**src/source/recon_config.svh**
```systemverilog
`ifndef RECON_CONFIG_SVH
`define RECON_CONFIG_SVH

// ----------------------------------------
// Datapath widths
// ----------------------------------------

// Coefficient, level and quantizer factor width
`define RECON_COEF_W 16

// Reconstructed pixel width
`define RECON_PIX_W 8

// ----------------------------------------
// Flow control
// ----------------------------------------

// Block slots in the output queue, also the upstream credits after reset
`define RECON_QUEUE_DEPTH 4

// Credits held toward downstream after reset
`define RECON_OUT_CREDITS 2

`endif

```
**src/source/pix_pkg.sv**
```systemverilog
`include "recon_config.svh"

package pix_pkg;

    // ----------------------------------------
    // Pixel side types
    // ----------------------------------------

    // Unsigned sample, 0..255
    typedef logic [`RECON_PIX_W-1:0] pix_t;

    // 4x4 block in raster order
    typedef pix_t [15:0] pix_blk_t;

    // Clamp limits for reconstruction
    localparam int PIX_MIN = 0;
    localparam int PIX_MAX = (1 << `RECON_PIX_W) - 1;

endpackage

```
**src/source/coef_pkg.sv**
```systemverilog
`include "recon_config.svh"

package coef_pkg;

    // ----------------------------------------
    // Coefficient side types
    // ----------------------------------------

    // One signed level or dequantized coefficient
    typedef logic signed [`RECON_COEF_W-1:0] coef_t;

    // DC and AC quantizer factors
    typedef struct packed {
        logic [`RECON_COEF_W-1:0] dc_q;
        logic [`RECON_COEF_W-1:0] ac_q;
    } quant_t;

    // Raster order, element 0 is DC
    typedef coef_t [15:0] coef_blk_t;

    // Upstream block word
    typedef struct packed {
        coef_blk_t          levels;
        quant_t             q;
        pix_pkg::pix_blk_t  pred;
    } coef_in_t;

endpackage

```
**src/source/coeff_dequant.sv**
```systemverilog
`timescale 1ns/1ns

module coeff_dequant
    import coef_pkg::*;
    import pix_pkg::*;
(
    input  logic      clk,
    input  logic      rst_n,
    input  logic      blk_valid_i,
    input  coef_in_t  blk_i,
    output logic      deq_valid_o,
    output coef_blk_t deq_coef_o,
    output pix_blk_t  deq_pred_o
);

    coef_blk_t scaled;
    coef_blk_t coef_q;
    pix_blk_t  pred_q;
    logic      valid_q;

    // ----------------------------------------
    // Level scaling
    // ----------------------------------------

    // Only the low word of each product is kept
    always_comb begin
        for (int i = 0; i < 16; i++) begin
            if (i == 0) begin
                scaled[i] = coef_t'(blk_i.levels[i] * blk_i.q.dc_q);
            end else begin
                scaled[i] = coef_t'(blk_i.levels[i] * blk_i.q.ac_q);
            end
        end
    end

    // ----------------------------------------
    // Stage registers
    // ----------------------------------------

    always_ff @(posedge clk or negedge rst_n) begin
        if (!rst_n) begin
            valid_q <= 1'b0;
        end else begin
            valid_q <= blk_valid_i;
        end
    end

    always_ff @(posedge clk) begin
        if (blk_valid_i) begin
            coef_q <= scaled;
            pred_q <= blk_i.pred;
        end
    end

    assign deq_valid_o = valid_q;
    assign deq_coef_o  = coef_q;
    assign deq_pred_o  = pred_q;

endmodule

```
**config.mk**
```make
export PLATFORM = sky130hd
export DESIGN_NAME = coeff_dequant
export DESIGN_NICKNAME = d
export VERILOG_FILES = /design/src/source/pix_pkg.sv /design/src/source/coef_pkg.sv /design/src/source/coeff_dequant.sv
export VERILOG_INCLUDE_DIRS = /design/src /design/src/source
export SDC_FILE = /design/constraint.sdc
export NUM_CORES = 2
export LEC_CHECK = 0
export ABC_AREA = 1
export BUFFER_PORTS_ARGS = -buffer_cell sky130_fd_sc_hd__buf_2
export CAP_MARGIN = 20
export CORE_MARGIN = 5
export CORE_UTILIZATION = 55
export CTS_CLUSTER_DIAMETER = 50
export DETAILED_ROUTE_END_ITERATION = 10
export PLACE_DENSITY = 0.75
export SLEW_MARGIN = 20
export SYNTH_ARGS = -nofsm -noshare
export SYNTH_HDL_FRONTEND = slang
export SYNTH_SLANG_ARGS = --single-unit
```
**constraint.sdc**
```tcl
create_clock -name clk -period 0.8 [get_ports clk]
set_input_delay 0.08 -clock clk [delete_from_list [all_inputs] [get_ports clk]]
set_output_delay 0.08 -clock clk [all_outputs]
set_load 0.02 [all_outputs]
```
**Word-level counts from Yosys, hierarchy flattened**

Index checks and enable logic that the tools add are counted.

- Flip-flop bits (word level): 385

- Multiply operators: 16

Operators by type and width:

| cell | count |
|---|---|
| $mul A16 B16 Y16 | 16 |

**Logic depth before layout (Yosys ltp)**

- Depth in word-level cells: 1
- Mapped depth: 32

**Worst setup path before layout**

Ideal clock, no wire load.

- Kind: input -> register
- From: input blk_i[130] (netlist bit)
- To: register coef_q (netlist bit deq_coef_o[255]), data pin
- Library setup time: 0.252 ns
- Data arrival time: 5.177 ns
- Required time: 0.548 ns
- Setup slack: -4.629 ns
- Cell stages on the path: 22
- Path buffers: 4
- Cell sequence: buf_6 -> buf_2 -> buf_1 -> buf_1 -> nand2_1 -> fa_1 -> fa_1 -> inv_1 -> fa_1 -> fa_1 -> fa_1 -> inv_1 -> fa_1 -> inv_1 -> ha_1 -> a21o_1 -> a221oi_1 -> nand2_1 -> a31oi_1 -> inv_1 -> nand2_1 -> nand2_1

RTL lines:

| item | line | text |
|---|---|---|
| from (decl) | coeff_dequant.sv:10 | `input coef_in_t blk_i,` |
| to (signal assigned) | coeff_dequant.sv:50 | `coef_q <= scaled;` |
| to (decl) | coeff_dequant.sv:17 | `coef_blk_t coef_q;` |

==> metrics <==
max cap viols=0; nets=between 10,000 and 15,000; share of the synthesized area in the top cell type=0.321; Initial Utilization=0.554; Hold Path Origin=blk_valid_i; Vert. Die Dim=~400 um; Final Non-Filler Cells=14,400; P per Cell Area=4220 nW/um2; row cnt=between 100 and 150; via/cell ratio=5.13; Cell variety after synth=38; failing checks=antenna violations, negative setup slack; Synth Area in Compound Gates=0.0229; cell taking the most area after synthesis=fa_1; Worst Path Class, Setup=in2reg; Total Die Area=153,000 um2; status=finished, violations left; Primary FF master, synth=edfxtp_1; Synth Warn #=0; post-layout minimum cycle time=around 4.6 ns; final slew viol count=0; Synth async-reset ratio=0.00260; first-pass GRT wire length=412 mm; slack of the critical path=-3.80 ns; share of cells above drive strength 1=0.271; proportion of synthesized area in mux cells=0; vias=~74,000; xor/xnor share of the synthesized area=0.0374; Post-Place Worst Slack=-4.52 ns; CTS tree=yes; remaining design rule violation count=0; core area=144,000 um2; largest family of logic cells by synthesized area=adder cells; clk sinks=385; Seq/Total Area, Yosys=0.145; Die X=391 um; # H-tree levels=2; top cells by area, synth=fa_1 (32%), inv_1 (15%), nand2_1 (15%); simple logic cell fraction of the synthesized area=0.178; GPL Wtd Cong=0.939; Ports=804; WHS Endpoint=deq_coef_o[213]; DP Cell Count=around 14,000; Hold Path Class=in2reg; Post-Synth Adder-Cell Area=0.444; CTS Buf Count=57; CTS root buf=clkbuf_16; clk buf depth=3; drt first pass iters=8; wire per inst=18.9 um; Post-Syn Nets=12,800; global router's overall resource usage=0.342; initial antenna violation count=101; Lkg Pwr=about 62 nW; EDFF count, synth=384; worst-path maximum fanout=6; Peak VDD IR=8.03 mV; number of global-route vias before repair=a little under 80,000; Tcrit/Tclk final=5.75; startpoint types=input port; post-route ant nets=1; final setup vio count=867; pin count of the biggest net entering global routing=46; Setup TNS Final=-882.43 ns; fmax=around 220 MHz; Slew headroom=0.683; Hold Fails Final Rpt=0; Syn Std Cell Area=79,800 um2; WHS Path Cells=3; Worst Setup End Kind=flop; Syn Area/Cell=7.71 um2; Final HPWL DP=208 mm; Overflow after GRT=0; final core occ=0.739; RSZ-0062 raised after global routing=true; WP data required=1.24 ns; P&R area growth vs syn=33.3%; Mapped Cells=10,400; Worst-path clk slew=0.06 ns; drt initial violations=~5,600; Critical Path AT=a little over 5 ns; PortBufs=803; slew at the pin closest to its max-slew limit=0.475 ns; Post-Route WL=between 200 and 300 mm; flops & latches, synth=385
## logic make-up after synthesis
kind of cell	Yosys count
adders and majority gates	2064
DFF	385
xor gates and xnor gates	332
and+or+nand+nor	3604
buffers and inverters	3638
AOI/OAI and AO/OA	329
## how the worst max path moves through the flow
| stage | from | endpoint | slack (ns) |
|---|---|---|---|
| CTS | blk_i[131] | deq_coef_o[255] | -3.60 |
| global placement | blk_i[129] | deq_coef_o[79] | -4.40 |
| finish | blk_i[133] | deq_coef_o[79] | -3.80 |
| floorplan | blk_i[130] | deq_coef_o[127] | -4.17 |
| detailed placement | blk_i[134] | deq_coef_o[255] | -4.52 |
| global route | blk_i[134] | deq_coef_o[79] | -3.99 |
## registers in the layout (all words and copies together), names as in the netlist
name / count
deq_valid_o: 1
deq_pred_o: 128
deq_coef_o: 256
## Yosys cell counts (all sizes together) (20+ instances only)
cell       n
nand3b    43
nor2      88
xor2     204
edfxtp   384
buf      126
nand2   3135
nand3    293
clkbuf   293
inv     3219
a21o      20
fa      1280
a21oi    203
o21ai     55
xnor2    128
ha       784
## final cells by class
| cell class | instances | area, um2 |
|---|---|---|
| Clock buffer | 63 | 1450 |
| Tap cell | 1903 | 2380 |
| Antenna cell | 85 | 213 |
| Fill cell | 9919 | 37600 |
| Timing Repair Buffer | 2331 | 18400 |
| Sequential cell | 385 | 11600 |
| Multi-Input combinational cell | 6329 | 59800 |
| Inverter | 3219 | 12100 |
| Clock inverter | 44 | 465 |
## per-stage QoR
stage          hold slack (ns)  area, um2  power [W]
2_1_floorplan           -0.216      85100      0.270
4_1_cts                0.00173     104000      0.418
3_3_place_gp            -0.146      98000      0.368
3_5_place_dp            -0.142      98000      0.379
5_1_grt                 0.0155     106000      0.487
6_report                0.0275     106000      0.449
## repair_timing
item	4_1_cts	5_1_grt
hold endpoints to repair	181	0
gates resized for setup	269	484
setup endpoints to repair	619	867
cloned	24	13
setup buffers	62	124
pin swaps	163	344
hold buffers	142	0
## cells in the final DEF (no fill, tap or decap), types with 73 or more instances in the layout
master | synthesis | layout
a21oi_1 | 203 | 87
a21oi_2 | 0 | 90
buf_12 | 0 | 87
buf_2 | 58 | 773
buf_4 | 18 | 1166
buf_6 | 7 | 85
clkbuf_16 | 0 | 73
diode_2 | 0 | 85
dlygate4sd3_1 | 0 | 142
edfxtp_1 | 384 | 384
fa_1 | 1280 | 1207
fa_2 | 0 | 73
ha_1 | 784 | 509
ha_4 | 0 | 224
inv_1 | 3219 | 2972
inv_2 | 0 | 244
nand2_1 | 3131 | 2928
nand2_2 | 4 | 153
nand3_1 | 293 | 280
xnor2_1 | 118 | 110
xor2_1 | 204 | 189
## worst max-delay path: stages
cell      delay, ns
buf_16         0.13
buf_12         0.14
buf_12         0.13
nand2_4        0.05
inv_2          0.04
fa_1           0.51
inv_2          0.07
fa_1           0.68
inv_2          0.07
fa_1           0.56
fa_1           0.45
fa_1           0.56
inv_2          0.04
fa_1           0.52
inv_2          0.05
ha_4           0.23
nand2_2        0.08
nor2_2         0.05
nand2_1        0.07
o211ai_1       0.08
a31oi_1        0.20
inv_1          0.10
nand3_2        0.08
nand2_1        0.05
## where the power goes
part           internal, W  switching, W  leakage [nW]
combinational        0.180         0.203          57.1
clock               0.0145        0.0109         0.930
sequential          0.0380       0.00225          3.77
## metal layers
layer  up-vias  track usage  share of wire  wire, um
met5         -            0        0.00070       191
met4        32        0.205          0.075     20300
met3       977       0.0733          0.092     25000
met2      3411        0.578           0.48    130000
met1     35600        0.402           0.35     96500
li1      33600            -              -         -
No activity file was read; power rests on OpenSTA's default activity.
