[config.mk]
export PLATFORM = sky130hd
export DESIGN_NAME = recon_out_queue
export DESIGN_NICKNAME = d
export VERILOG_FILES = /design/src/source/pix_pkg.sv /design/src/source/recon_out_queue.sv
export VERILOG_INCLUDE_DIRS = /design/src /design/src/source
export SDC_FILE = /design/constraint.sdc
export NUM_CORES = 1
export LEC_CHECK = 0
export BUFFER_PORTS_ARGS = -buffer_cell sky130_fd_sc_hd__buf_4
export CAP_MARGIN = 20
export CORE_AREA = 3 3 208 210
export CTS_CLUSTER_SIZE = 10
export DETAILED_ROUTE_END_ITERATION = 6
export DIE_AREA = 0 0 211 213
export GPL_TIMING_DRIVEN = 0
export PLACE_DENSITY = 0.75
export SETUP_SLACK_MARGIN = 0.5
export SLEW_MARGIN = 30
export SYNTH_ARGS = -nofsm -noshare
export SYNTH_HDL_FRONTEND = slang
export SYNTH_SLANG_ARGS = --single-unit
[constraint.sdc]
create_clock -name clk -period 6.5 [get_ports clk]
set_clock_uncertainty 0.1 [all_clocks]
set_input_delay 0.65 -clock clk [delete_from_list [all_inputs] [get_ports clk]]
set_output_delay 0.65 -clock clk [all_outputs]
set_load 0.01 [all_outputs]
[src/source/recon_config.svh]
`ifndef RECON_CONFIG_SVH
`define RECON_CONFIG_SVH

// ----------------------------------------
// Datapath widths
// ----------------------------------------

// Coefficient, level and quantizer factor width
`define RECON_COEF_W 16

// Reconstructed pixel width
`define RECON_PIX_W 8

// ----------------------------------------
// Flow control
// ----------------------------------------

// Block slots in the output queue, also the upstream credits after reset
`define RECON_QUEUE_DEPTH 4

// Credits held toward downstream after reset
`define RECON_OUT_CREDITS 2

`endif

[src/source/pix_pkg.sv]
`include "recon_config.svh"

package pix_pkg;

    // ----------------------------------------
    // Pixel side types
    // ----------------------------------------

    // Unsigned sample, 0..255
    typedef logic [`RECON_PIX_W-1:0] pix_t;

    // 4x4 block in raster order
    typedef pix_t [15:0] pix_blk_t;

    // Clamp limits for reconstruction
    localparam int PIX_MIN = 0;
    localparam int PIX_MAX = (1 << `RECON_PIX_W) - 1;

endpackage

[src/source/recon_out_queue.sv]
`timescale 1ns/1ns

`include "recon_config.svh"

module recon_out_queue
    import pix_pkg::*;
#(
    parameter int DEPTH = `RECON_QUEUE_DEPTH
) (
    input  logic     clk,
    input  logic     rst_n,
    input  logic     push_i,
    input  pix_blk_t push_data_i,
    input  logic     pix_credit_i,
    output logic     pix_valid_o,
    output pix_blk_t pix_o,
    output logic     blk_credit_o
);

    localparam int PTR_W = (DEPTH > 1) ? $clog2(DEPTH) : 1;
    localparam int CNT_W = $clog2(DEPTH + 1);
    localparam int CRD_W = $clog2(`RECON_OUT_CREDITS + 1);

    pix_blk_t         mem [DEPTH];
    logic [PTR_W-1:0] wr_ptr;
    logic [PTR_W-1:0] rd_ptr;
    logic [CNT_W-1:0] fill;
    logic [CRD_W-1:0] credits;
    logic             pop;
    logic             pop_q;
    pix_blk_t         data_q;

    // Send only with a queued block and a downstream credit
    assign pop = (fill != '0) && (credits != '0);

    // ----------------------------------------
    // Storage
    // ----------------------------------------

    always_ff @(posedge clk) begin
        if (push_i) begin
            mem[wr_ptr] <= push_data_i;
        end
        if (pop) begin
            data_q <= mem[rd_ptr];
        end
    end

    // ----------------------------------------
    // Pointers, fill level and credits
    // ----------------------------------------

    always_ff @(posedge clk or negedge rst_n) begin
        if (!rst_n) begin
            wr_ptr  <= '0;
            rd_ptr  <= '0;
            fill    <= '0;
            credits <= CRD_W'(`RECON_OUT_CREDITS);
            pop_q   <= 1'b0;
        end else begin
            pop_q <= pop;
            if (push_i) begin
                wr_ptr <= (wr_ptr == PTR_W'(DEPTH - 1)) ? '0 : wr_ptr + 1'b1;
            end
            if (pop) begin
                rd_ptr <= (rd_ptr == PTR_W'(DEPTH - 1)) ? '0 : rd_ptr + 1'b1;
            end
            case ({push_i, pop})
                2'b10:   fill <= fill + 1'b1;
                2'b01:   fill <= fill - 1'b1;
                default: fill <= fill;
            endcase
            // A returned credit and a send in one cycle cancel out
            case ({pix_credit_i, pop})
                2'b10:   credits <= credits + 1'b1;
                2'b01:   credits <= credits - 1'b1;
                default: credits <= credits;
            endcase
        end
    end

    // Freed slot goes back upstream as the block leaves
    assign pix_valid_o  = pop_q;
    assign blk_credit_o = pop_q;
    assign pix_o        = data_q;

endmodule

After elaboration in Yosys (flattened, before gate mapping)
Memories as Yosys holds them, arrays and structs flattened. A register that Yosys moved wholly into a read port is not among the register bits.
Cells that the tools add are included.

operators by class
  add/subtract/negate cells = 6
  eq/ne operators = 6
  muxes and demuxes = 6
  reductions and logical operators = 5

operators by type and width
  cell                                               number
  == test 2 bit (second input constant)              4
  adder 2 x 1 -> 2 bit (second input constant)       3
  case mux 3 bit (2 select lines)                    1
  nonzero test 2 bit                                 3
  == test 2 x 1 -> 1 bit (second input constant)     2
  two-way mux 2 bit                                  2
  case mux 2 bit (2 select lines)                    1
  adder 3 x 1 -> 3 bit (second input constant)       1
  nonzero test 3 bit                                 1
  subtractor 3 x 1 -> 3 bit (second input constant)  1
  two-way mux 1 bit                                  2
  subtractor 2 x 1 -> 2 bit (second input constant)  1
  logical AND 1 bit                                  1

word-level totals
  register bits after elaboration = 10
  bits in writable memories = 512
  input port bits = 132
  output and inout port bits = 130
  memories kept = 1

memory list
  memory  words  width  rd ports  clocked after Yosys merged registers in  wr ports  line                   source
  mem     4      128    1         1                                        1         recon_out_queue.sv:24  pix_blk_t mem [DEPTH];

Longest topological paths before layout
Gate-level depths: netlist (run 1).

  depth after elaboration = 4
  mapped depth = 8
  depth with buffers taken out = 8

Least setup slack after synthesis (run 1)
No wires, ideal clock.

  kind = flip-flop to flip-flop
  from = register credits[1]
  to = register fill[2]
  data arrival time = 4.539 ns
  data required time = 6.321 ns
  slack = 1.782 ns
  stages on the path, launching flop included = 9
  clock period less this slack = 4.718 ns
  cell sequence = dfstp_2 > o32ai_1 > inv_1 > ha_1 > inv_1 > fa_1 > xor2_1 > nor2_1 > xor2_1

on the way
  word-level cells in the longest chain between the ends = 4
  elaborated cells between the ends (all ways) = 6

RTL lines
  element                                                                       line                   source
  start, declared                                                               recon_out_queue.sv:28  logic [CRD_W-1:0] credits;
  start signal, assigned                                                        recon_out_queue.sv:58  credits <= CRD_W'(`RECON_OUT_CREDITS);
  start signal, assigned                                                        recon_out_queue.sv:75  2'b10: credits <= credits + 1'b1;
  start signal, assigned                                                        recon_out_queue.sv:76  2'b01: credits <= credits - 1'b1;
  nonzero test 2 bit (*)                                                        recon_out_queue.sv:34  assign pop = (fill != '0) && (credits != '0);
  logical AND 1 bit (*)                                                         recon_out_queue.sv:34
  via pop                                                                       recon_out_queue.sv:29  logic pop;
  == test 2 x 1 -> 1 bit / == test 2 bit (equally long branches)                recon_out_queue.sv:68  case ({push_i, pop})
  case mux 3 bit (2 select lines) / nonzero test 2 bit (equally long branches)  n/a
  end signal, assigned                                                          recon_out_queue.sv:69  2'b10: fill <= fill + 1'b1;
  end signal, assigned                                                          recon_out_queue.sv:70  2'b01: fill <= fill - 1'b1;
  end signal, assigned                                                          recon_out_queue.sv:71  default: fill <= fill;
  end, declared                                                                 recon_out_queue.sv:27  logic [CNT_W-1:0] fill;

Mark *: on every way through the listed nets, which the timed path passes. The rest lies on a longest branch.
A chain may end at the register's enable or synchronous reset.

Final worst setup path (run 1)
  from = register fill[1]
  to = register credits[1]

on the way
  word-level cells in the longest chain between the ends = 4
  elaborated cells between the ends (all ways) = 6

RTL lines
  element                                                                       line                   source
  nonzero test 3 bit (*)                                                        recon_out_queue.sv:34
  logical AND 1 bit (*)                                                         recon_out_queue.sv:34
  via pop                                                                       recon_out_queue.sv:29
  == test 2 x 1 -> 1 bit / == test 2 bit (equally long branches)                recon_out_queue.sv:74  case ({pix_credit_i, pop})
  case mux 2 bit (2 select lines) / nonzero test 2 bit (equally long branches)  n/a
  end signal, assigned                                                          recon_out_queue.sv:75
  end signal, assigned                                                          recon_out_queue.sv:76
  end signal, assigned                                                          recon_out_queue.sv:77  default: credits <= credits;

Marked as above.

==> results list, run 1 <==
- Number of global-route vias before repair: 10768
* Data arrival time of the critical path: 2.92 ns
- Synth Net Count: 986
- In the routed design, unresolved DRC markers number 0.
- All-layer global routing usage: 0.195
- Pins over their slew limit: 0
- FF-to-FF path depth: 6
* Global-route congestion overflow total: 0
- Cells after synthesis: 846
- The synthesized design contains 650 register bits.
- Post-synthesis to final-layout area growth: 22.2%
* Average wire length per cell after detail routing: 24.3 um
- The endpoint identified for the worst register-to-register timing path is credits[1].
* Register area share after synthesis: 0.852
- At the end of the flow the core is filled with cells to 0.669.
* CP Class: flip-flop to flip-flop
* Final count of negative-setup-slack endpoints: 0
- Number of max-cap violations: 0
- The floorplan step defined a die boundary enclosing 44900 sq um.
- After filler insertion, the fill cell instance count of the layout stands at 2548.
- Leakage power of the design: 0.00961 uW
- Maximum number of pins on one net before global-route repair: 77
* Max frequency: 399 MHz
* Fraction of post-synthesis cell area in the top cell type by area: 0.841
- In this run the mean area of a mapped cell was 27.0 sq um.
- Type of origin of the critical path: flip-flop
* Number of antenna violations at the first check in global routing: 4
- Final Hold Viols: 0
- Vias per inst: 5.61
- In this run, placement finished with an instance count of 1662.
- The setup check on the worst reg-to-reg path leaves a slack of 4.00 ns.
- Total of warnings raised by yosys: 0
* Library cells used by synthesis: 22
- Pre-antenna DRT Iters: 4
- Number of nets with antenna violations after routing: 0
- For the finished layout, the period the worst path requires is 2.50 ns.
- TritonCTS built the clock tree.
* H-tree level count: 3
- Clock latency on the worst-skew pair, taken at its later pin, is 0.59 ns.
- Clock buffer count from CTS: 75
* Buffers from clock root to sink, at most: 3
* Crit. End Element: flip-flop
- CTS placed an instance of sky130_fd_sc_hd__clkbuf_16 at the clock tree root.
- Ratio of total power to cell area: 475 nW/um^2
* Worst-Margin Slew: 0.859 ns
* Cell taking the most area after synthesis: sky130_fd_sc_hd__edfxtp_1
- Of the available clock period, the critical path in the final layout requires 0.385.
* CTS clock-pin slew for the worst setup and hold paths: 0.06 ns
- Data on the critical path is required at its endpoint by 6.91 ns.
* Die outline height: 213 um
* Port Buf Inserts: 261
- Final standard cell count with taps included and fillers excluded: 1758
* HPWL reported at the end of detailed placement: 25.9 mm
- The startpoint identified for the worst register-to-register timing path is fill[1].
- Along the worst hold path, the cell count comes to 1.
* Unrepaired setup endpoints after global routing: no
- The startpoint identified for the worst hold timing path is push_data_i[112].
- Post-Syn Area: 22900 sq um
- Rows: 75
* Width of the die: 211 um
* Crit path max fanout: 76
- After the last flow step, the layout net total stands at 1341.
- DRT Wirelength: 42.7 mm
- Clock sink total: 650
- Yosys attributes the largest share of cell area to sky130_fd_sc_hd__edfxtp_1, sky130_fd_sc_hd__mux4_2, sky130_fd_sc_hd__dfrtp_1, sky130_fd_sc_hd__buf_6, sky130_fd_sc_hd__ha_1.
* Worst Hold End: mem[3][112]
- The first global-routing pass estimated 65.0 mm of wire.
- After clock tree synthesis, the setup repair step added 0 buffers.
- Initial DRC Count: 728
* Proportion of layout cells with a drive suffix above 1: 0.431
- Adding up every negative setup slack in the final design gives 0 ns.
- Class of the tightest hold or removal check: input port to flip-flop
- The worst-case IR drop observed on VDD is 0.000438 V.
* Total I/O pin count: 262
* GP Congestion: 0.707
* Effective utilization at floorplan: 0.547
* Total number of vias: 9868
- The floorplan step defined a core boundary enclosing 41800 sq um.
- Run status: finished, final reports clean
- The worst pin sits at a relative slew slack of 0.427.
==> routing by layer <==
metal,share of wire,up-vias,routed length [um],global-route usage
met4,0.026,4,1120,0.0644
met5,0.00063,-,27,0
met2,0.49,318,21100,0.311
li1,-,4311,-,-
met1,0.40,5153,17100,0.262
met3,0.078,82,3350,0.0622
==> metrics by stage <==
| stage | worst slack [ns] | cell area [sq um] | total power, uW | hold slack, ns |
|---|---|---|---|---|
| final | 4.00 | 27900 | 13300 | 0.160 |
| after global routing | 3.77 | 27900 | 13900 | 0.130 |
| after global placement | -0.513 | 25500 | 9820 | 0.358 |
| after detailed placement | 3.52 | 25900 | 9850 | 0.367 |
| after floorplan | 1.78 | 22900 | 8330 | 0.254 |
| after CTS | 3.50 | 27900 | 13500 | 0.121 |
==> cell usage in the layout (no fill, tap or decap), drive strengths merged <==
master       count
o21ai            3
xnor2            3
mux2             1
dfrtp            9
or3              1
edfxtp         640
clkbuf          91
dfstp            1
buf            305
dlygate4sd3      1
fa               1
xor2             3
nor2             2
and2             4
diode            1
clkinv           2
o32ai            1
nand2            2
mux4           128
ha               7
inv             11
a21o             1
nor3             1
==> cell usage after synthesis <==
| library cell | n |
|---|---|
| sky130_fd_sc_hd__o32ai_1 | 1 |
| sky130_fd_sc_hd__inv_1 | 8 |
| sky130_fd_sc_hd__dfstp_2 | 1 |
| sky130_fd_sc_hd__o21ai_0 | 3 |
| sky130_fd_sc_hd__mux2_2 | 1 |
| sky130_fd_sc_hd__buf_2 | 14 |
| sky130_fd_sc_hd__or3_1 | 1 |
| sky130_fd_sc_hd__a21o_1 | 1 |
| sky130_fd_sc_hd__buf_4 | 3 |
| sky130_fd_sc_hd__xor2_1 | 3 |
| sky130_fd_sc_hd__mux4_2 | 128 |
| sky130_fd_sc_hd__ha_1 | 7 |
| sky130_fd_sc_hd__clkbuf_1 | 2 |
| sky130_fd_sc_hd__nand2_1 | 2 |
| sky130_fd_sc_hd__and2_1 | 4 |
| sky130_fd_sc_hd__xnor2_1 | 3 |
| sky130_fd_sc_hd__edfxtp_1 | 640 |
| sky130_fd_sc_hd__nor3_1 | 1 |
| sky130_fd_sc_hd__dfrtp_1 | 9 |
| sky130_fd_sc_hd__buf_6 | 11 |
| sky130_fd_sc_hd__nor2_1 | 2 |
| sky130_fd_sc_hd__fa_1 | 1 |
==> layout make-up <==
class | instances | area [sq um] | area share
sequential | 650 | 19500 | 0.697
multi-input combinational | 158 | 3150 | 0.113
timing repair buffer | 278 | 2320 | 0.0830
clock buffer | 89 | 1990 | 0.0713
tap | 539 | 674 | 0.0241
buffer | 30 | 224 | 0.00802
clock inverter | 5 | 58.8 | 0.00211
inverter | 8 | 37.5 | 0.00134
antenna | 1 | 2.50 | 0.0000896
==> power breakdown <==
part | switching [uW] | internal [uW]
sequential | 288 | 5970
clock | 1460 | 2130
combinational | 1810 | 1630
total | 3550 | 9730
==> flip-flops by register name (all words and copies together), names as in the netlist <==
signal,flops
blk_credit_o,1
credits,2
fill,3
mem,512
pix_o,128
rd_ptr,2
wr_ptr,2
==> worst max-delay path, stage by stage, from the launching register on <==
cell,delay (ns)
sky130_fd_sc_hd__dfrtp_1,0.41
sky130_fd_sc_hd__o32ai_2,0.58
sky130_fd_sc_hd__inv_8,0.28
sky130_fd_sc_hd__buf_16,0.36
sky130_fd_sc_hd__ha_1,0.38
sky130_fd_sc_hd__nor2_1,0.15
sky130_fd_sc_hd__xor2_1,0.16
==> worst max-delay path by stage <==
stage,start,endpoint,slack (ns),depth (start not counted)
after floorplan,credits[1],fill[2],1.78,8
after global placement,credits[1],fill[2],-0.51,8
after detailed placement,fill[1],credits[1],3.52,7
after CTS,fill[1],credits[1],3.50,6
after global routing,fill[0],credits[1],3.77,6
final,fill[1],credits[1],4.00,6
==> what timing repair did <==
| action | in CTS | in global routing |
|---|---|---|
| endpoints found under the hold margin | 10 | 0 |
| resized for setup | 0 | 0 |
| hold buffers | 1 | 0 |
==> logic make-up (layout without fill, tap and decap cells) <==
kind of cell / after synthesis / after routing / synth area share
AOI/OAI and AO/OA: 5 / 5 / 0.00137
xor gates and xnor gates: 6 / 6 / 0.00230
adders and majority gates: 8 / 8 / 0.00471
buffers and inverters: 38 / 410 / 0.0111
DFF: 650 / 650 / 0.852
muxes: 129 / 129 / 0.127
other: 0 / 1 / 0
and+or+nand+nor: 10 / 10 / 0.00224
No activity file was read; power rests on OpenSTA's default activity.
==> inputs of run 2 (changes only) <==
ABC_AREA = 1   (was not set)
CORE_AREA = 3 3 220 222   (was 3 3 208 210)
DIE_AREA = 0 0 223 225   (was 0 0 211 213)
PLACE_DENSITY = 0.76   (was 0.75)
clock period = 2.2 ns   (was 6.5 ns; I/O delays follow)
==> results list, run 2 <==
* Max reg flops: 512
- Die area: 50200 sq um
- IR Drop Worst-Case VDD: 0.00130 V
- For the worst-skew pair, the clock arrives at the later sink with an insertion delay of 0.61 ns.
- At the pin with the least slew margin, the transition time is 0.705 ns.
- Measured against the total synthesized area, the mux share comes to 0.
* HPWL reported at the end of detailed placement: 36.5 mm
- The worst setup path is launched from a flip-flop.
- Proportion of layout cells with a drive suffix above 1: 0.283
- Hold Worst Slack: 0.0155 ns
* Final standard cell count with taps included and fillers excluded: 3012
- Post-synthesis to final-layout area growth: 42.1%
* Total number of vias: 16989
- Class of the tightest hold or removal check: input port to flip-flop
- Number of nets with antenna violations after routing: 0
* Fraction of the mapped netlist area in adder cells: 0.00435
- Unrepaired setup endpoints after global routing: yes
- After detailed routing, the average wire length per cell comes to 25.0 um.
- Post-Syn Area: 24700 sq um
* Total I/O pin count: 262
- Data arrival time of the critical path: 2.45 ns
- After clock tree synthesis, the clock-pin slew on the worst setup and hold paths is 0.06 ns.
- Counting every net in the synthesized netlist gives 1835.
- Share of the synthesized area in compound gates (AO/OA/AOI/OAI): 0.0786
* Final WS setup: 0.187 ns
- Die outline height: 225 um
- The cell sitting at the root of the clock tree is a sky130_fd_sc_hd__clkbuf_16.
* Clock sink total: 650
- Leakage power of the design: 0.0140 uW
* Cell types with the highest counts after synthesis: sky130_fd_sc_hd__edfxtp_1, sky130_fd_sc_hd__nand2_1, sky130_fd_sc_hd__inv_1, sky130_fd_sc_hd__o211ai_1, sky130_fd_sc_hd__buf_2
- The share of synthesized area in the top cell type comes to 0.778.
- Power spread over the standard cell area amounts to 1460 nW/um^2.
- Register area share after synthesis: 0.788
- The placed instances occupy a cell area of 28100 sq um.
* Wire length of the first global-routing pass: 103 mm
- Maximum number of pins on one net before global-route repair: 25
* Worst Path Required: 2.64 ns
- Vias per inst: 5.64
* GP Congestion: 0.768
- Width of the die: 223 um
- TritonCTS built the clock tree.
- Crit. End Element: flip-flop
- The run finished with clean final reports.
- For this configuration, the core starts out at a cell density of 0.531.
- Minimum period implied by the final worst setup slack: 2.01 ns
* Share of synthesized registers carrying an async set or reset: 0.0154
- In this run the tool buffered the top-level ports with 260 buffer cells.
* Pre-antenna DRT Iters: 5
- Final count of negative-setup-slack endpoints: 0
- Across every metal layer, demand over resource in global routing totals 0.278.
* Max frequency: 497 MHz
* Most common cell after layout, fill and taps aside: sky130_fd_sc_hd__edfxtp_1
- In the final timing run, aggregate negative setup slack is 0 ns.
* Final Hold Viols: 0
- H-tree level count: 3
* Main area contributors after synthesis: sky130_fd_sc_hd__edfxtp_1, sky130_fd_sc_hd__o211ai_1, sky130_fd_sc_hd__nand2_1, sky130_fd_sc_hd__inv_1, sky130_fd_sc_hd__buf_2
* Placed cell count: 2590
* Library cells used by synthesis: 19
- The clock passes through at most 3 buffers.
- Initial DRC Count: 1745
- Clock buffer count from CTS: 75
- Yosys printed 0 warnings.
* Number of antenna violations at the first check in global routing: 6
* Count of state elements after synthesis: 650
- Post-layout nets: 2520
- Global-route congestion overflow total: 0
- CP Class: flip-flop to flip-flop
- The largest total area in the synthesized netlist belongs to sky130_fd_sc_hd__edfxtp_1.
* Pins over their slew limit: 0
- The floorplan step defined a core boundary enclosing 46600 sq um.
* Synth Area per Inst: 14.6 sq um
* Register with the highest flop count: mem
- Rows: 79
* Cells after synthesis: 1695
- DRT Wirelength: 75.4 mm
- In this run the worst path has a maximum fanout of 4.
- Remaining max-slew budget at the tightest pin: 0.528
- Most frequent cells in the layout: sky130_fd_sc_hd__edfxtp_1, sky130_fd_sc_hd__nand2_1, sky130_fd_sc_hd__buf_4, sky130_fd_sc_hd__inv_1, sky130_fd_sc_hd__o211ai_1
- Post-route design area: 35100 sq um
- In this run, synthesis inferred 640 flip-flops with an integrated enable.
* DRC errors left: 0
- The number of global-route vias before repair came to 16917.
- Of the total synthesized cell area, the portion taken by AND, OR, NAND and NOR gates is 0.0630.
* Dominant combinational cell family by area after synthesis: compound AO/OA/AOI/OAI gates
- Period utilization: 0.915
* Most frequent cell after synthesis: sky130_fd_sc_hd__edfxtp_1
* Primary flip-flop cell chosen by synthesis mapping: sky130_fd_sc_hd__edfxtp_1
* Worst setup slack before clock tree synthesis: -0.337 ns
- Synth Area in XOR/XNOR: 0.000709
- Across the run, the number of max-cap violations was 0.
## run 2: cell types whose count changed after synthesis, moves of 5 or more
| cell | previous run | this run |
|---|---|---|
| sky130_fd_sc_hd__buf_2 | 14 | 49 |
| sky130_fd_sc_hd__buf_4 | 3 | 18 |
| sky130_fd_sc_hd__o211ai_1 | 0 | 256 |
| sky130_fd_sc_hd__nand2_1 | 2 | 404 |
| sky130_fd_sc_hd__mux4_2 | 128 | 0 |
| sky130_fd_sc_hd__nand3_1 | 0 | 5 |
| sky130_fd_sc_hd__buf_6 | 11 | 17 |
| sky130_fd_sc_hd__inv_1 | 8 | 275 |
## run 2: critical path, stage by stage, from the launching register on
cell and delay (ns):
sky130_fd_sc_hd__dfrtp_1 0.43, sky130_fd_sc_hd__inv_2 0.10, sky130_fd_sc_hd__nand3_4 0.11, sky130_fd_sc_hd__nand2_8 0.12, sky130_fd_sc_hd__clkinvlp_4 0.15, sky130_fd_sc_hd__buf_4 0.18, sky130_fd_sc_hd__buf_6 0.12, sky130_fd_sc_hd__buf_8 0.12
sky130_fd_sc_hd__ha_4 0.15, sky130_fd_sc_hd__nand2_1 0.12, sky130_fd_sc_hd__nand3_2 0.11, sky130_fd_sc_hd__nand2_2 0.07, sky130_fd_sc_hd__nand2_1 0.06
## run 2: layout make-up
| type | count | area [sq um] |
|---|---|---|
| timing repair buffer | 606 | 7250 |
| clock buffer | 91 | 2000 |
| inverter | 276 | 1060 |
| buffer | 87 | 693 |
| clock inverter | 7 | 70.1 |
| tap | 607 | 759 |
| timing repair inverter | 2 | 12.5 |
| sequential | 650 | 19500 |
| multi-input combinational | 682 | 3780 |
| fill | 2535 | 11400 |
| antenna | 4 | 10.0 |
## run 2: path summary, 6_finish.rpt
path,cells after the start,end,start,slack (ns)
setup / recovery,12,credits[1],fill[1],0.19
hold / removal,2,wr_ptr[1],push_i,0.02
setup reg to reg,12,credits[1],fill[1],0.19
hold reg to reg,2,fill[2],fill[2],0.43
max in group asynchronous,4,wr_ptr[0],rst_n,0.90
min in group asynchronous,3,credits[1],rst_n,0.54
## run 2: repair_timing
action,CTS,global route
pin swaps,8,15
buffers inserted,80,37
hold buffers,134,0
hold endpoints to repair,525,0
setup endpoints to repair,608,764
gates cloned,43,27
resized for setup,96,130
## run 2: power breakdown
part           switching [uW]  internal (uW)  total (uW)
logic                   11300          10100       21300
registers                1070          17900       19000
clock network            4650           6340       11000
## run 2: metal layers
layer  wire length (um)  share of wire  GRT usage
met4               2530          0.034      0.106
met2              38500           0.51      0.474
met3               6400          0.085     0.0560
met5                 27        0.00036          0
met1              27900           0.37      0.354
## run 2: cell families (layout without fill, tap and decap cells)
group           after synthesis  after routing
compound gates              260            260
xor+xnor                      2              2
fa+ha+maj                     8              8
buf+inv                     363           1069
flops                       650            650
other cells                   0              4
simple gates                412            412
## run 2: stage by stage
stage           util  total power, uW
2_1_floorplan      -            26200
3_3_place_gp   0.590            31100
3_5_place_dp   0.603            33000
4_1_cts        0.726            49000
5_1_grt        0.754            53200
6_report       0.754            51300
==> inputs of run 3 (changes only) <==
==> constraint.sdc (replaced) <==
create_clock -name clk -period 2.2 [get_ports clk]
set_clock_uncertainty 0.1 [all_clocks]
set_input_delay 0.33 -clock clk [delete_from_list [all_inputs] [get_ports clk]]
set_output_delay 0.33 -clock clk [all_outputs]
set_load 0.01 [all_outputs]
==> results list, run 3 (synthesis gave the netlist of run 2 again) <==
- Minimum period implied by the final worst setup slack: 1.97 ns
* GP Congestion: 0.744
- The number of global-route vias before repair was 16854.
* Port Buf Inserts: 260
- Most common cell after layout, fill and taps aside: sky130_fd_sc_hd__edfxtp_1
* H-tree level count: 3
- The critical path goes through inv_2 > ha_4 > nand2_4 > clkinvlp_4 > clkbuf_16 > buf_16 > buf_16 > buf_12 > clkbuf_16.
- Final core utilization: 0.747
- Number of antenna violations at the first check in global routing: 4
- In the routed design, unresolved DRC markers number 2.
- The count of endpoints failing hold in the final timing report came to 0.
- Class of the tightest hold or removal check: input port to flip-flop
* Width of the die: 223 um
- 262 I/O pins were placed.
* Rows: 79
- For the pin with the worst max-slew slack, the measured transition is 0.614 ns.
- Clock latency on the worst-skew pair, taken at its later pin, is 0.62 ns.
- Setup repair after global routing could not meet its margin everywhere.
* Crit path max fanout: 5
* Period utilization: 0.897
- The final route contains 16786 vias.
- Type of origin of the critical path: flip-flop
* Ratio of total power to cell area: 1450 nW/um^2
- On the critical path, the stage with the largest delay is an instance of sky130_fd_sc_hd__dfrtp_1.
- Register with the highest flop count: mem
* Global-route congestion overflow total: 0
* Effective utilization at floorplan: 0.531
- The library cells used most frequently in the layout, excluding fill and tap cells, are sky130_fd_sc_hd__edfxtp_1, sky130_fd_sc_hd__nand2_1, sky130_fd_sc_hd__buf_4, sky130_fd_sc_hd__inv_1, sky130_fd_sc_hd__o211ai_1.
- Pre-antenna DRT Iters: 7
- The first global-routing pass estimated 101 mm of wire.
- Number of max-cap violations: 0
* Number of nets with antenna violations after routing: 0
- Max reg flops: 512
- CTS tree: built
- Clock sink total: 650
- In this run the tightest slew margin relative to its limit is 0.591.
- Clock buffer count from CTS: 76
- Worst Path Required: 2.47 ns
* Die area: 50200 sq um
- Setup violations remaining at the end of the flow were counted as 0.
- The number of max-slew violations in the final report came to 0.
- The checks that failed: DRC.
- Buffers from clock root to sink, at most: 3
* Maximum number of pins on one net before global-route repair: 25
* Average wire length per cell after detail routing: 24.3 um
- All-layer global routing usage: 0.271
* Area of the placeable core: 46600 sq um
- Crit. End Element: flip-flop
* Data arrival time of the critical path: 2.24 ns
- For this design the static power due to leakage is 0.0139 uW.
* Vias per inst: 5.59
- HPWL reported at the end of detailed placement: 36.0 mm
- In this design, the stage delay of the slowest critical-path cell is 0.42 ns.
- The run finished, with violations left.
- IR Drop Worst-Case VDD: 0.00159 V
- Proportion of layout cells with a drive suffix above 1: 0.281
* CTS clock-pin slew for the worst setup and hold paths: 0.06 ns
- CP Class: flip-flop to flip-flop
- For this block, the initial DRC count from the detailed router was 1959.
- Die outline height: 225 um
- Max frequency: 507 MHz
- Hold timing on the final database bottoms out at a slack of 0.0899 ns.
* Post-layout nets: 2508
- Post-synthesis to final-layout area growth: 40.7%
- For this block, the routed nets add up to 72.9 mm of wire.
- Clock tree synthesis selected as its root buffer the cell sky130_fd_sc_hd__clkbuf_16.
## run 3: cell count changes in the layout (fill, tap and decap cells not counted), moves of 3 or more
cell and delta:
sky130_fd_sc_hd__buf_12 -3, sky130_fd_sc_hd__buf_16 -3, sky130_fd_sc_hd__buf_2 +6, sky130_fd_sc_hd__buf_4 +7, sky130_fd_sc_hd__buf_6 -11, sky130_fd_sc_hd__buf_8 -3
sky130_fd_sc_hd__bufbuf_16 -3, sky130_fd_sc_hd__inv_6 +4
## run 3: layout make-up
cell class | count | area (sq um)
diodes | 6 | 15.0
clock buffers | 93 | 2020
repair inverters | 2 | 15.0
well taps | 607 | 759
plain buffers | 87 | 653
repair buffers | 593 | 6950
multi-input cells | 682 | 3750
clock inverters | 9 | 72.6
inverters | 276 | 1060
fillers | 2547 | 11800
flip-flops and latches | 650 | 19500
## run 3: power breakdown
| group | internal (uW) | switching, uW | total, uW |
|---|---|---|---|
| Sequential | 17900 | 1020 | 18900 |
| Combinational | 9660 | 10900 | 20500 |
| Clock | 6400 | 4710 | 11100 |
| Total | 34000 | 16600 | 50600 |
## run 3: stage by stage
step                cell area [sq um]  setup slack [ns]  std cells  power [uW]  setup TNS [ns]
floorplan                       24800             -1.54       1695       26100         -559.56
global placement                27500             -2.90       2562       31200        -1608.66
detailed placement              28100            -0.451       2591       33000          -17.92
CTS                             33500             0.273       2929       48000               0
global route                    34800             0.186       3002       52500               0
finish                          34800             0.226       3005       50600               0
## run 3: per-layer routing
layer | share of wire | vias up | track usage
met5 | 0.00018 | - | 0
met4 | 0.036 | 2 | 0.111
met3 | 0.092 | 157 | 0.0515
met2 | 0.50 | 943 | 0.462
met1 | 0.37 | 8317 | 0.346
li1 | - | 7367 | -
## run 3: path summary, 6_finish.rpt
kind / cells past startpoint / endpoint / slack [ns] / start
worst min register to register: 2 / credits[1] / 0.37 / credits[1]
min in group asynchronous: 2 / credits[1] / 0.15 / rst_n
worst min-delay path: 4 / credits[0] / 0.09 / pix_credit_i
worst max-delay path: 9 / mem[0][44] / 0.23 / wr_ptr[1]
worst max register to register: 9 / mem[0][44] / 0.23 / wr_ptr[1]
max in group asynchronous: 3 / rd_ptr[1] / 0.82 / rst_n
## run 3: critical path: cells and delay by family (launching register included)
kind | cells | cell delay, ns
buf+inv | 7 | 0.96
flops | 1 | 0.42
fa+ha+maj | 1 | 0.17
simple gates | 1 | 0.07
## run 3: repair_timing
| action | in CTS | in global routing |
|---|---|---|
| buffers inserted | 70 | 44 |
| endpoints found under the hold margin | 522 | 0 |
| endpoints found under the setup margin | 547 | 687 |
| hold buffers | 130 | 0 |
| resized for setup | 78 | 88 |
| gates cloned | 36 | 26 |
| pin swaps | 5 | 14 |
